--- src/hdl/jtag_dbg_pkg.sv ---
// Debug port constants: instruction codes, register widths and custom register table
package jtag_dbg_pkg;

    ////////////////////////////////////////////////////////////
    // Instruction set
    localparam int IR_WIDTH = 5;
    localparam int DR_WIDTH = 32;                           // Longest data register

    localparam logic [IR_WIDTH-1:0] IR_IDCODE  = 5'd1;      // Also loaded by reset
    localparam logic [IR_WIDTH-1:0] IR_SCRATCH = 5'd8;
    localparam logic [IR_WIDTH-1:0] IR_CTRL    = 5'd9;
    localparam logic [IR_WIDTH-1:0] IR_STATUS  = 5'd10;
    localparam logic [IR_WIDTH-1:0] IR_BYPASS  = '1;        // Undecoded codes act the same

    ////////////////////////////////////////////////////////////
    // Register widths in the bank
    localparam int CTRL_WIDTH   = 8;
    localparam int STATUS_WIDTH = 16;

    ////////////////////////////////////////////////////////////
    // Custom register table
    localparam int NUM_CUST_REGS = 3;
    localparam int CUST_ADDR_W   = 2;

    localparam logic [CUST_ADDR_W-1:0] CUST_IDX_SCRATCH = 2'd0;
    localparam logic [CUST_ADDR_W-1:0] CUST_IDX_CTRL    = 2'd1;
    localparam logic [CUST_ADDR_W-1:0] CUST_IDX_STATUS  = 2'd2;

    // Instruction code per index
    localparam logic [IR_WIDTH-1:0] CUST_REG_ADDRS [NUM_CUST_REGS] = '{
        IR_SCRATCH,
        IR_CTRL,
        IR_STATUS
    };

    // Chain length per index
    localparam int CUST_REG_WIDTHS [NUM_CUST_REGS] = '{
        32,
        CTRL_WIDTH,
        STATUS_WIDTH
    };

endpackage
--- src/hdl/jtag_dbg_top.sv ---
// Debug access port top: JTAG TAP joined to the debug register bank
module jtag_dbg_top
    import jtag_dbg_pkg::*;
#(
    parameter logic [31:0] IDCODE = 32'h0A5D_B001
) (
    // JTAG pins
    input  logic                    tck_i,
    input  logic                    trst_n_i,
    input  logic                    tms_i,
    input  logic                    tdi_i,
    output logic                    tdo_o,

    // Chip side
    input  logic [STATUS_WIDTH-1:0] status_i,
    output logic [CTRL_WIDTH-1:0]   ctrl_o
);

    ////////////////////////////////////////////////////////////
    // Custom register port between TAP and bank

    logic [CUST_ADDR_W-1:0] cust_rg_addr;
    logic                   cust_rg_val;
    logic [DR_WIDTH-1:0]    cust_rg_wdat;
    logic [DR_WIDTH-1:0]    cust_rg_rdat;
    logic                   cust_rg_re;
    logic                   cust_rg_we;

    jtag_tap #(
        .IDCODE             (IDCODE)
    ) jtag_tap_i (
        .tck_i              (tck_i),
        .trst_n_i           (trst_n_i),
        .tms_i              (tms_i),
        .tdi_i              (tdi_i),
        .tdo_o              (tdo_o),
        .cust_rg_addr_o     (cust_rg_addr),
        .cust_rg_val_o      (cust_rg_val),
        .cust_rg_dat_o      (cust_rg_wdat),
        .cust_rg_dat_i      (cust_rg_rdat),
        .cust_rg_dat_re_o   (cust_rg_re),
        .cust_rg_dat_we_o   (cust_rg_we)
    );

    // Registers visible to the debugger
    dbg_reg_bank dbg_reg_bank_i (
        .tck_i              (tck_i),
        .trst_n_i           (trst_n_i),
        .addr_i             (cust_rg_addr),
        .val_i              (cust_rg_val),
        .wdat_i             (cust_rg_wdat),
        .re_i               (cust_rg_re),
        .we_i               (cust_rg_we),
        .rdat_o             (cust_rg_rdat),
        .status_i           (status_i),
        .ctrl_o             (ctrl_o)
    );

endmodule

--- src/hdl/dbg_reg_bank.sv ---
// Debug register bank: SCRATCH, CTRL and sticky STATUS behind the TAP
module dbg_reg_bank
    import jtag_dbg_pkg::*;
(
    input  logic                    tck_i,
    input  logic                    trst_n_i,

    // From the TAP
    input  logic [CUST_ADDR_W-1:0]  addr_i,
    input  logic                    val_i,
    input  logic [DR_WIDTH-1:0]     wdat_i,
    input  logic                    re_i,
    input  logic                    we_i,
    output logic [DR_WIDTH-1:0]     rdat_o,

    // Chip side
    input  logic [STATUS_WIDTH-1:0] status_i,
    output logic [CTRL_WIDTH-1:0]   ctrl_o
);

    localparam int SCRATCH_WIDTH = CUST_REG_WIDTHS[CUST_IDX_SCRATCH];

    ////////////////////////////////////////////////////////////
    // Access qualifiers

    logic wr_en;
    logic rd_status;

    // Strobes only count when the IR selects a bank register
    assign wr_en     = val_i && we_i;
    assign rd_status = val_i && re_i && (addr_i == CUST_IDX_STATUS);

    ////////////////////////////////////////////////////////////
    // Read/write registers

    logic [SCRATCH_WIDTH-1:0] scratch_q;
    logic [CTRL_WIDTH-1:0]    ctrl_q;

    always_ff @(posedge tck_i) begin
        if (!trst_n_i) begin
            scratch_q <= '0;
            ctrl_q    <= '0;
        end else if (wr_en) begin
            case (addr_i)
                CUST_IDX_SCRATCH: scratch_q <= wdat_i[SCRATCH_WIDTH-1:0];
                CUST_IDX_CTRL:    ctrl_q    <= wdat_i[CTRL_WIDTH-1:0];
                default: begin
                    // STATUS is read only
                    scratch_q <= scratch_q;
                    ctrl_q    <= ctrl_q;
                end
            endcase
        end
    end

    assign ctrl_o = ctrl_q;

    ////////////////////////////////////////////////////////////
    // Sticky status

    logic [STATUS_WIDTH-1:0] status_q;

    // Cleared by a read, new events in the same cycle survive
    always_ff @(posedge tck_i) begin
        if (!trst_n_i) begin
            status_q <= '0;
        end else if (rd_status) begin
            status_q <= status_i;
        end else begin
            status_q <= status_q | status_i;    // Collect pulses
        end
    end

    ////////////////////////////////////////////////////////////
    // Read mux, zero extended to the shift register

    always_comb begin
        case (addr_i)
            CUST_IDX_SCRATCH: rdat_o = DR_WIDTH'(scratch_q);
            CUST_IDX_CTRL:    rdat_o = DR_WIDTH'(ctrl_q);
            CUST_IDX_STATUS:  rdat_o = DR_WIDTH'(status_q);
            default:          rdat_o = '0;
        endcase
    end

endmodule

--- src/hdl/jtag_tap.sv ---
// JTAG TAP controller with IDCODE, bypass and a port to custom data registers
module jtag_tap
    import jtag_dbg_pkg::*;
#(
    parameter logic [31:0] IDCODE = 32'h0A5D_B001     // Bit 0 set as the standard asks
) (
    input  logic                   tck_i,
    input  logic                   trst_n_i,
    input  logic                   tms_i,
    input  logic                   tdi_i,
    output logic                   tdo_o,

    // Custom register port
    output logic [CUST_ADDR_W-1:0] cust_rg_addr_o,
    output logic                   cust_rg_val_o,
    output logic [DR_WIDTH-1:0]    cust_rg_dat_o,
    input  logic [DR_WIDTH-1:0]    cust_rg_dat_i,
    output logic                   cust_rg_dat_re_o,
    output logic                   cust_rg_dat_we_o
);

    localparam int IDCODE_WIDTH = 32;
    localparam int DR_IDX_W     = $clog2(DR_WIDTH);

    ////////////////////////////////////////////////////////////
    // TAP state machine

    typedef enum logic [3:0] {
        TS_TEST_LOGIC_RST = 4'd0,
        TS_RUN_TEST_IDLE  = 4'd1,
        TS_SELECT_DR_SCAN = 4'd2,
        TS_CAPTURE_DR     = 4'd3,
        TS_SHIFT_DR       = 4'd4,
        TS_EXIT1_DR       = 4'd5,
        TS_PAUSE_DR       = 4'd6,
        TS_EXIT2_DR       = 4'd7,
        TS_UPDATE_DR      = 4'd8,
        TS_SELECT_IR_SCAN = 4'd9,
        TS_CAPTURE_IR     = 4'd10,
        TS_SHIFT_IR       = 4'd11,
        TS_EXIT1_IR       = 4'd12,
        TS_PAUSE_IR       = 4'd13,
        TS_EXIT2_IR       = 4'd14,
        TS_UPDATE_IR      = 4'd15
    } tap_state_e;

    tap_state_e tap_state;

    always_ff @(posedge tck_i) begin
        if (!trst_n_i) begin
            tap_state <= TS_TEST_LOGIC_RST;
        end else begin
            case (tap_state)
                TS_TEST_LOGIC_RST: tap_state <= tms_i ? TS_TEST_LOGIC_RST : TS_RUN_TEST_IDLE;
                TS_RUN_TEST_IDLE:  tap_state <= tms_i ? TS_SELECT_DR_SCAN : TS_RUN_TEST_IDLE;

                // DR column
                TS_SELECT_DR_SCAN: tap_state <= tms_i ? TS_SELECT_IR_SCAN : TS_CAPTURE_DR;
                TS_CAPTURE_DR:     tap_state <= tms_i ? TS_EXIT1_DR       : TS_SHIFT_DR;
                TS_SHIFT_DR:       tap_state <= tms_i ? TS_EXIT1_DR       : TS_SHIFT_DR;
                TS_EXIT1_DR:       tap_state <= tms_i ? TS_UPDATE_DR      : TS_PAUSE_DR;
                TS_PAUSE_DR:       tap_state <= tms_i ? TS_EXIT2_DR       : TS_PAUSE_DR;
                TS_EXIT2_DR:       tap_state <= tms_i ? TS_UPDATE_DR      : TS_SHIFT_DR;
                TS_UPDATE_DR:      tap_state <= tms_i ? TS_SELECT_DR_SCAN : TS_RUN_TEST_IDLE;

                // IR column
                TS_SELECT_IR_SCAN: tap_state <= tms_i ? TS_TEST_LOGIC_RST : TS_CAPTURE_IR;
                TS_CAPTURE_IR:     tap_state <= tms_i ? TS_EXIT1_IR       : TS_SHIFT_IR;
                TS_SHIFT_IR:       tap_state <= tms_i ? TS_EXIT1_IR       : TS_SHIFT_IR;
                TS_EXIT1_IR:       tap_state <= tms_i ? TS_UPDATE_IR      : TS_PAUSE_IR;
                TS_PAUSE_IR:       tap_state <= tms_i ? TS_EXIT2_IR       : TS_PAUSE_IR;
                TS_EXIT2_IR:       tap_state <= tms_i ? TS_UPDATE_IR      : TS_SHIFT_IR;
                TS_UPDATE_IR:      tap_state <= tms_i ? TS_SELECT_DR_SCAN : TS_RUN_TEST_IDLE;
                default:           tap_state <= TS_TEST_LOGIC_RST;
            endcase
        end
    end

    ////////////////////////////////////////////////////////////
    // Instruction register

    logic [IR_WIDTH-1:0] ir_q;
    logic [IR_WIDTH-1:0] shift_ir;

    always_ff @(posedge tck_i) begin
        if (!trst_n_i) begin
            ir_q <= IR_IDCODE;
        end else if (tap_state == TS_TEST_LOGIC_RST) begin
            ir_q <= IR_IDCODE;                      // TMS reset path
        end else if (tap_state == TS_UPDATE_IR) begin
            ir_q <= shift_ir;
        end
    end

    // Shift stage loads the current instruction at Capture-IR
    always_ff @(posedge tck_i) begin
        case (tap_state)
            TS_CAPTURE_IR: shift_ir <= ir_q;
            TS_SHIFT_IR:   shift_ir <= {tdi_i, shift_ir[IR_WIDTH-1:1]};
            default:       shift_ir <= shift_ir;
        endcase
    end

    // Look the instruction up in the custom register table
    always_comb begin
        cust_rg_val_o  = 1'b0;
        cust_rg_addr_o = '0;
        for (int i = 0; i < NUM_CUST_REGS; i++) begin
            if (ir_q == CUST_REG_ADDRS[i]) begin
                cust_rg_val_o  = 1'b1;
                cust_rg_addr_o = CUST_ADDR_W'(i);
            end
        end
    end

    ////////////////////////////////////////////////////////////
    // Data register

    logic                sel_idcode;
    logic [DR_IDX_W-1:0] dr_msb;        // Where TDI enters the chain
    logic [DR_WIDTH-1:0] shift_dr;

    assign sel_idcode = (ir_q == IR_IDCODE);

    // Chain length follows the selected register
    always_comb begin
        if (sel_idcode) begin
            dr_msb = DR_IDX_W'(IDCODE_WIDTH - 1);
        end else if (cust_rg_val_o) begin
            dr_msb = DR_IDX_W'(CUST_REG_WIDTHS[cust_rg_addr_o] - 1);
        end else begin
            dr_msb = '0;                        // Bypass is one bit
        end
    end

    always_ff @(posedge tck_i) begin
        case (tap_state)
            TS_CAPTURE_DR: begin
                if (sel_idcode) begin
                    shift_dr <= DR_WIDTH'(IDCODE);
                end else if (cust_rg_val_o) begin
                    shift_dr <= cust_rg_dat_i;      // Bank drives it this cycle
                end else begin
                    shift_dr <= '0;
                end
            end
            TS_SHIFT_DR: begin
                shift_dr         <= {tdi_i, shift_dr[DR_WIDTH-1:1]};
                shift_dr[dr_msb] <= tdi_i;          // Overrides the bit above
            end
            default: shift_dr <= shift_dr;
        endcase
    end

    ////////////////////////////////////////////////////////////
    // TDO launched on the falling edge

    always_ff @(negedge tck_i) begin
        if (!trst_n_i) begin
            tdo_o <= 1'b0;
        end else begin
            case (tap_state)
                TS_SHIFT_IR: tdo_o <= shift_ir[0];
                TS_SHIFT_DR: tdo_o <= shift_dr[0];
                default:     tdo_o <= 1'b0;
            endcase
        end
    end

    // Plain state strobes that the bank qualifies with the valid flag
    assign cust_rg_dat_re_o = (tap_state == TS_CAPTURE_DR);
    assign cust_rg_dat_we_o = (tap_state == TS_UPDATE_DR);
    assign cust_rg_dat_o    = shift_dr;

endmodule

--- config.mk ---
export PLATFORM = sky130hd
export DESIGN_NAME = jtag_dbg_top
export DESIGN_NICKNAME = d
export VERILOG_FILES = /design/src/hdl/jtag_dbg_pkg.sv /design/src/hdl/jtag_dbg_top.sv /design/src/hdl/dbg_reg_bank.sv /design/src/hdl/jtag_tap.sv
export SDC_FILE = /design/constraint.sdc
export NUM_CORES = 1
export LEC_CHECK = 0
export BUFFER_PORTS_ARGS = -buffer_cell sky130_fd_sc_hd__buf_2
export CORE_ASPECT_RATIO = 1.5
export CORE_MARGIN = 4
export CORE_UTILIZATION = 60
export DETAILED_ROUTE_END_ITERATION = 6
export PLACE_DENSITY = 0.84
export SYNTH_ARGS = -nofsm -noshare
export SYNTH_HDL_FRONTEND = slang
export SYNTH_SLANG_ARGS = --single-unit
--- constraint.sdc ---
create_clock -name tck_i -period 3.7 [get_ports tck_i]
set_input_delay 0.37 -clock tck_i [delete_from_list [all_inputs] [get_ports tck_i]]
set_output_delay 0.37 -clock tck_i [all_outputs]
set_load 0.02 [all_outputs]
==> reports/qor_table.md, run 1 <==
| Quantity | This run |
|:---|:---|
| Run status | complete, no violations |
| Via count of the first global-routing pass | 3448 |
| Number of fill cells in the layout | 602 |
| Worst supply voltage drop on vdd | 0.000297 V |
| Setup_tns | 0 ns |
| Mean area per synthesized cell | 9.09 µm² |
| Total number of clock tree sinks | 103 |
| Critical Path, Cell by Cell | nor4b_4 > nand2_1 > o21ai_0 > and2_1 |
| Count of routing violations after the opening detailed-route iteration | 470 |
| Hold bufs inserted after CTS | 0 |
| Total congestion overflow | 0 |
| Largest area contributor in the netlist | sky130_fd_sc_hd__dfxtp_1 |
| Critical Path Start Type | flip-flop |
| Number of nets still failing antenna checks after routing | 0 |
| Largest family of logic cells by synthesized area | simple AND/OR/NAND/NOR gates |
| Most numerous cell in the Yosys netlist | sky130_fd_sc_hd__nand2_1 |
| Number of buffers added on ports | 28 |
| Adder and majority cell fraction of the synthesized area | 0% |
| TritonCTS clock tree | built |
| # H-tree levels | 3 |
| Total Routed Length | 9720 µm |
| Fraction of the mapped netlist area in simple logic gates | 19.8% |
| Vertical die dimension | 114 µm |
| Crit-path slowest cell | sky130_fd_sc_hd__dfxtp_1 |
| Worst hold margin | 0.278 ns |
| Syn Std Cell Area | 0.00451 mm² |
| Core Footprint | 0.00727 mm² |
| Die area | 0.00899 mm² |
| Count of final hold-check violations | 0 |
| Post-Synth XOR/XNOR Area | 0% |
| Leakage power of the design | 1.74 nW |
| Setup WS post-layout | 0.580 ns |
| Number of synthesis warnings | 0 |
| Top fanout value on the critical path | 15 |
| Final Core Density | 66.8% |
| Resize count post-CTS | 0 |
| Post-place setup slack | 0.597 ns |
| Headroom to the max-slew limit | 29.1% |
| Clock slew seen by the registers of the worst setup and hold paths | 0.09 ns |
| GRT Overall Usage | 23.1% |
| Data required time at the worst endpoint | 2.19 ns |
| Total number of placement rows | 38 |
| Latest clock arrival within the worst-skew pair | 0.39 ns |
| Portion of netlist area occupied by mux cells | 5.47% |
| Synthesized-area fraction occupied by ao, oa, aoi and oai cells | 15.9% |
| Cell chosen for the clock root | sky130_fd_sc_hd__clkbuf_8 |
| Count of pins over their slew limit | 0 |
| Cells taking the most area after synthesis | sky130_fd_sc_hd__dfxtp_1 29%, sky130_fd_sc_hd__edfxtp_1 25%, sky130_fd_sc_hd__nand2_1 7.6%, sky130_fd_sc_hd__o21ai_0 7.2%, sky130_fd_sc_hd__nand3_1 6.0% |
| Share of Yosys cell area claimed by the top area cell type | 29.3% |
| Number of standard cells after synthesis | 496 |
| Largest net degree at the start of global routing | 102 |
| Predominant post-synthesis flop cell | sky130_fd_sc_hd__dfxtp_1 |
| Horizontal extent of the die | 78.8 µm |
| Count of flip-flops with a built-in enable after synthesis | 37 |
| Initial antenna violation count | 0 |
| Wire length of the first global-routing pass | 16400 µm |
| Total via count in the routed design | 3612 |
| Number of remaining DRC errors | 0 |
| Type of the worst setup path | flip-flop to flip-flop |
| Kind of end point of the critical path | flip-flop |
| Actual slew at the worst max-slew pin | 1.06 ns |
| Final clock skew | 0.0311 ns |
| Max-cap viol count | 0 |
| Top-level port count | 29 |
| Inserted Diodes | 0 |
| Post-synth net total | 516 |
| Share of synthesized registers carrying an async set or reset | 0% |
| Arrival time at the worst endpoint | 1.61 ns |
| Num CTS Buffers | 9 |
| Synth-to-Final Area Change | 7.77% |
| Initial DRT Pass Iterations | 5 |
| Seq cells post-synth | 103 |
| Power per cell area | 430 mW/mm² |
| Count of final setup violators | 0 |
| Sequential fraction of the synthesis area | 54.0% |
| Synth cell types | 45 |
| Mean routed wirelength per cell | 16.0 µm |
| HP Class | input port to flip-flop |
| Commonest cells in the netlist | 91 x sky130_fd_sc_hd__nand2_1, 66 x sky130_fd_sc_hd__dfxtp_1, 65 x sky130_fd_sc_hd__o21ai_0 |
| Ratio of cells with drive above 1 in the final layout | 12.2% |
| Starting Density | 62.0% |
| Vias per Instance | 5.93 |
| Net total in the final layout | 524 |
| Bufs on Longest Clock Path | 2 |
| RSZ-0062 raised after global routing | false |
| Sum of net half-perimeters after detailed placement | 6270 µm |
| Last weighted congestion value of the routability-driven placer | 0.876 |
| Post-CTS setup-driven buffer insertion count | 0 |
| CP max stage delay | 0.64 ns |
==> placed cells by master (no fill, tap or decap), types with 2 or more instances in the layout <==
cell type                   count
sky130_fd_sc_hd__a22oi_1        2
sky130_fd_sc_hd__nor2_1        34
sky130_fd_sc_hd__clkbuf_1       2
sky130_fd_sc_hd__buf_2         28
sky130_fd_sc_hd__edfxtp_1      37
sky130_fd_sc_hd__nor2b_1        2
sky130_fd_sc_hd__nor3_1         2
sky130_fd_sc_hd__a21oi_1       28
sky130_fd_sc_hd__a22o_1         6
sky130_fd_sc_hd__clkbuf_8      10
sky130_fd_sc_hd__clkinv_2       2
sky130_fd_sc_hd__nand2_1       91
sky130_fd_sc_hd__o21ai_0       65
sky130_fd_sc_hd__a31oi_1        2
sky130_fd_sc_hd__buf_4          9
sky130_fd_sc_hd__and3_1         2
sky130_fd_sc_hd__mux2_2         5
sky130_fd_sc_hd__mux2i_1       19
sky130_fd_sc_hd__dfxtp_1       66
sky130_fd_sc_hd__bufinv_16      2
sky130_fd_sc_hd__o2bb2ai_1      2
sky130_fd_sc_hd__nand3_1       54
sky130_fd_sc_hd__inv_1          5
sky130_fd_sc_hd__o21ai_1       11
==> area by class of cell <==
cell class              instances  area, µm²  area share [%]
flip-flops and latches        103       2430            50.1
multi-input cells             348       1860            38.3
repair buffers                 37        208            4.28
clock buffers                  12        145            2.99
well taps                     100        125            2.58
clock inverters                 5       73.8            1.52
inverters                       4       15.0           0.309
==> report_power, final <==
group	switching (mW)	internal [mW]	leakage (nW)	total (mW)
clock	0.370	0.400	0.116	0.770
combinational	0.0648	0.0329	0.766	0.0977
sequential	0.0236	1.20	0.863	1.22
total	0.459	1.63	1.74	2.09
==> kinds of logic after synthesis <==
kind of cell | Yosys count
simple gates | 196
compound gates | 128
mux | 24
buf+inv | 45
flops | 103
==> through the flow <==
stage / instances / area, µm² / power (mW)
after floorplan: 496 / 4510 / 1.31
after global placement: 593 / 4640 / 1.34
after detailed placement: 593 / 4640 / 1.34
after CTS: 609 / 4860 / 2.09
after global routing: 609 / 4860 / 2.16
final: 609 / 4860 / 2.09
==> metal layers <==
layer  GRT usage (%)  part of all wire, %  vias up
met5               0                    0        -
met4            12.0                  3.5        0
met3            4.09                  4.3       29
met2            38.7                   51       99
met1            28.2                   41     1717
li1                -                    -     1767
==> sequential cells by signal, summed over array words and instances, names as in the netlist <==
| register | flops |
|---|---|
| jtag_tap_i.shift_ir | 5 |
| jtag_tap_i.tap_state | 4 |
| jtag_tap_i.ir_q | 5 |
| dbg_reg_bank_i.scratch_q | 32 |
| dbg_reg_bank_i.status_q | 16 |
| jtag_tap_i.cust_rg_dat_o | 32 |
| jtag_tap_i.tdo_o | 1 |
| dbg_reg_bank_i.ctrl_o | 8 |
==> worst max-delay path: cells and delay by family, from the launching register on <==
family | cells | cell delay (ns)
flops | 1 | 0.64
simple gates | 3 | 0.54
compound gates | 1 | 0.06
==> path summary, 6_finish.rpt <==
check | startpoint | to | slack [ns] | depth (start not counted)
max | jtag_tap_i.tap_state[2] | jtag_tap_i.tdo_o | 0.58 | 4
min | status_i[8] | dbg_reg_bank_i.status_q[8] | 0.28 | 3
max reg2reg | jtag_tap_i.tap_state[2] | jtag_tap_i.tdo_o | 0.58 | 4
min reg2reg | dbg_reg_bank_i.scratch_q[14] | dbg_reg_bank_i.scratch_q[14] | 0.46 | 2
No activity file was read; power rests on OpenSTA's default activity.
==> run 2: changes to the inputs <==
CORE_UTILIZATION = 54   (was 60)
PLACE_DENSITY = 0.8   (was 0.84)
clock period = 2.6 ns   (was 3.7 ns; I/O delays follow)
==> run 2 against run 1 <==
Compared with the run above: register-to-register slack worse by 0.33 ns; cell count up 1.6%; design area increased by 2.7%; sequential share of layout area down 1.3 points; clock power grew 68%; worst setup slack worse by 0.40 ns; global-route usage decreased by 1.3 points.
==> reports/qor_table.md, run 2 (same netlist as run 1, synthesis figures left out) <==
| Quantity | This run | Change |
|:---|:---|:---|
| Run status | complete, no violations | unchanged |
| Cell chosen for the clock root | sky130_fd_sc_hd__clkbuf_16 | was sky130_fd_sc_hd__clkbuf_8 |
| Vertical die dimension | 120 µm | was 114 µm |
| Latest clock arrival within the worst-skew pair | 0.40 ns | was 0.39 ns |
| Actual slew at the worst max-slew pin | 1.08 ns | was 1.06 ns |
| # placed instances | 603 | was 593 |
| Non-Filler Instances | 619 | was 609 |
| Max-cap viol count | 0 | unchanged |
| Synth-to-Final Area Change | 10.6% | was 7.77% |
| Number of buffers added on ports | 28 | unchanged |
| Data required time at the worst endpoint | 2.34 ns | was 2.19 ns |
| Ratio of cells with drive above 1 in the final layout | 13.2% | was 12.2% |
| Count of routing violations after the opening detailed-route iteration | 306 | was 470 |
| Total congestion overflow | 0 | unchanged |
| Vias per Instance | 5.84 | was 5.93 |
| Setup WS post-layout | 0.185 ns | was 0.580 ns |
| Die area | 0.00990 mm² | was 0.00899 mm² |
| Hold bufs inserted after CTS | 0 | unchanged |
| Largest net degree at the start of global routing | 102 | unchanged |
| Worst supply voltage drop on vdd | 0.000487 V | was 0.000297 V |
| Count of final setup violators | 0 | unchanged |
| # H-tree levels | 3 | unchanged |
| Critical Path Start Type | flip-flop | unchanged |
| Post-place setup slack | 0.223 ns | was 0.597 ns |
| Count of final hold-check violations | 0 | unchanged |
| Final clock skew | 0.0562 ns | was 0.0311 ns |
| Horizontal extent of the die | 82.6 µm | was 78.8 µm |
| Net total in the final layout | 529 | was 524 |
| Crit-path slowest cell | sky130_fd_sc_hd__dfxtp_1 | unchanged |
| Arrival time at the worst endpoint | 2.16 ns | was 1.61 ns |
| Sequential Area | 0.00243 mm² | unchanged |
| Number of nets still failing antenna checks after routing | 0 | unchanged |
| Inserted Diodes | 0 | unchanged |
| Core Footprint | 0.00806 mm² | was 0.00727 mm² |
| TritonCTS clock tree | built | unchanged |
| Initial antenna violation count | 0 | unchanged |
| Cell class contributing the biggest share of worst-path delay | flip-flops | unchanged |
| Total Routed Length | 9990 µm | was 9720 µm |
| Post-CTS setup-driven buffer insertion count | 0 | unchanged |
| Top-level port count | 29 | unchanged |
| Mean routed wirelength per cell | 16.1 µm | was 16.0 µm |
| Resize count post-CTS | 0 | unchanged |
| Number of fill cells in the layout | 690 | was 602 |
| Headroom to the max-slew limit | 27.2% | was 29.1% |
| Setup_tns | 0 ns | unchanged |
| Leakage power of the design | 1.81 nW | was 1.74 nW |
| Total via count in the routed design | 3615 | was 3612 |
| Bufs on Longest Clock Path | 2 | unchanged |
| Leading cell type in the layout, fill and taps excluded | sky130_fd_sc_hd__nand2_1 | unchanged |
| GRT Overall Usage | 21.8% | was 23.1% |
| Sum of net half-perimeters after detailed placement | 6470 µm | was 6270 µm |
| Number of remaining DRC errors | 0 | unchanged |
| Combined area of the multi-input logic cells | 0.00186 mm² | unchanged |
| Last weighted congestion value of the routability-driven placer | 0.821 | was 0.876 |
| Count of pins over their slew limit | 0 | unchanged |
| Total number of placement rows | 40 | was 38 |
| Num CTS Buffers | 9 | unchanged |
| Commonest non-fill, non-tap cells in the layout | 91 x sky130_fd_sc_hd__nand2_1, 66 x sky130_fd_sc_hd__dfxtp_1, 65 x sky130_fd_sc_hd__o21ai_0, 54 x sky130_fd_sc_hd__nand3_1, 37 x sky130_fd_sc_hd__edfxtp_1 | unchanged |
| Kind of end point of the critical path | primary output | was flip-flop |
| Top fanout value on the critical path | 1 | was 15 |
| CP max stage delay | 0.30 ns | was 0.64 ns |
| RSZ-0062 raised after global routing | false | unchanged |
| Wire length of the first global-routing pass | 16600 µm | was 16400 µm |
| Via count of the first global-routing pass | 3483 | was 3448 |
| HP Class | input port to flip-flop | unchanged |
| Total number of clock tree sinks | 103 | unchanged |
| Power per cell area | 637 mW/mm² | was 430 mW/mm² |
| Critical Path, Cell by Cell | buf_2 | was nor4b_4 > nand2_1 > o21ai_0 > and2_1 |
| Type of the worst setup path | flip-flop to primary output | was flip-flop to flip-flop |
| Starting Density | 55.9% | was 62.0% |
| Initial DRT Pass Iterations | 5 | unchanged |
| Clock slew seen by the registers of the worst setup and hold paths | 0.06 ns | was 0.09 ns |
| Worst path buffer plus inverter count | 1 | was 0 |
[run 2: area by class of cell]
cell class                 count  area share, %
sequential                   103           48.8
multi-input combinational    348           37.3
clock buffer                  12           5.40
timing repair buffer          42           5.17
tap                          105           2.63
clock inverter                 5          0.452
inverter                       4          0.301
[run 2: metal layers]
layer  global-route usage (%)  up-vias  routed length [µm]
met4                     12.1        0                 340
met1                     28.1     1720                4260
met3                     4.13       23                 393
met2                     33.7       90                4990
li1                         -     1782                   -
met5                        0        -                   0
[run 2: power breakdown]
group	internal [mW]	total (mW)	switching, mW
clock network	0.731	1.29	0.562
logic	0.0492	0.148	0.0991
registers	1.70	1.73	0.0285
total	2.48	3.17	0.690
[run 2: worst paths after layout]
check	endpoint	from	slack (ns)	cells after the start
max	tdo_o	jtag_tap_i.tdo_o	0.18	1
min	dbg_reg_bank_i.status_q[15]	status_i[15]	0.19	3
max reg2reg	jtag_tap_i.tdo_o	jtag_tap_i.tap_state[3]	0.25	4
min reg2reg	dbg_reg_bank_i.scratch_q[31]	dbg_reg_bank_i.scratch_q[31]	0.45	2
[run 2: stage by stage]
step	hold WS, ns	utilization (%)	power [mW]	cell area, µm²
final	0.190	61.9	3.17	4990
after global routing	0.207	61.9	3.28	4990
after CTS	0.182	61.9	3.19	4990
after floorplan	0.428	-	1.86	4510
after detailed placement	0.445	58.3	1.92	4700
after global placement	0.435	58.3	1.91	4700
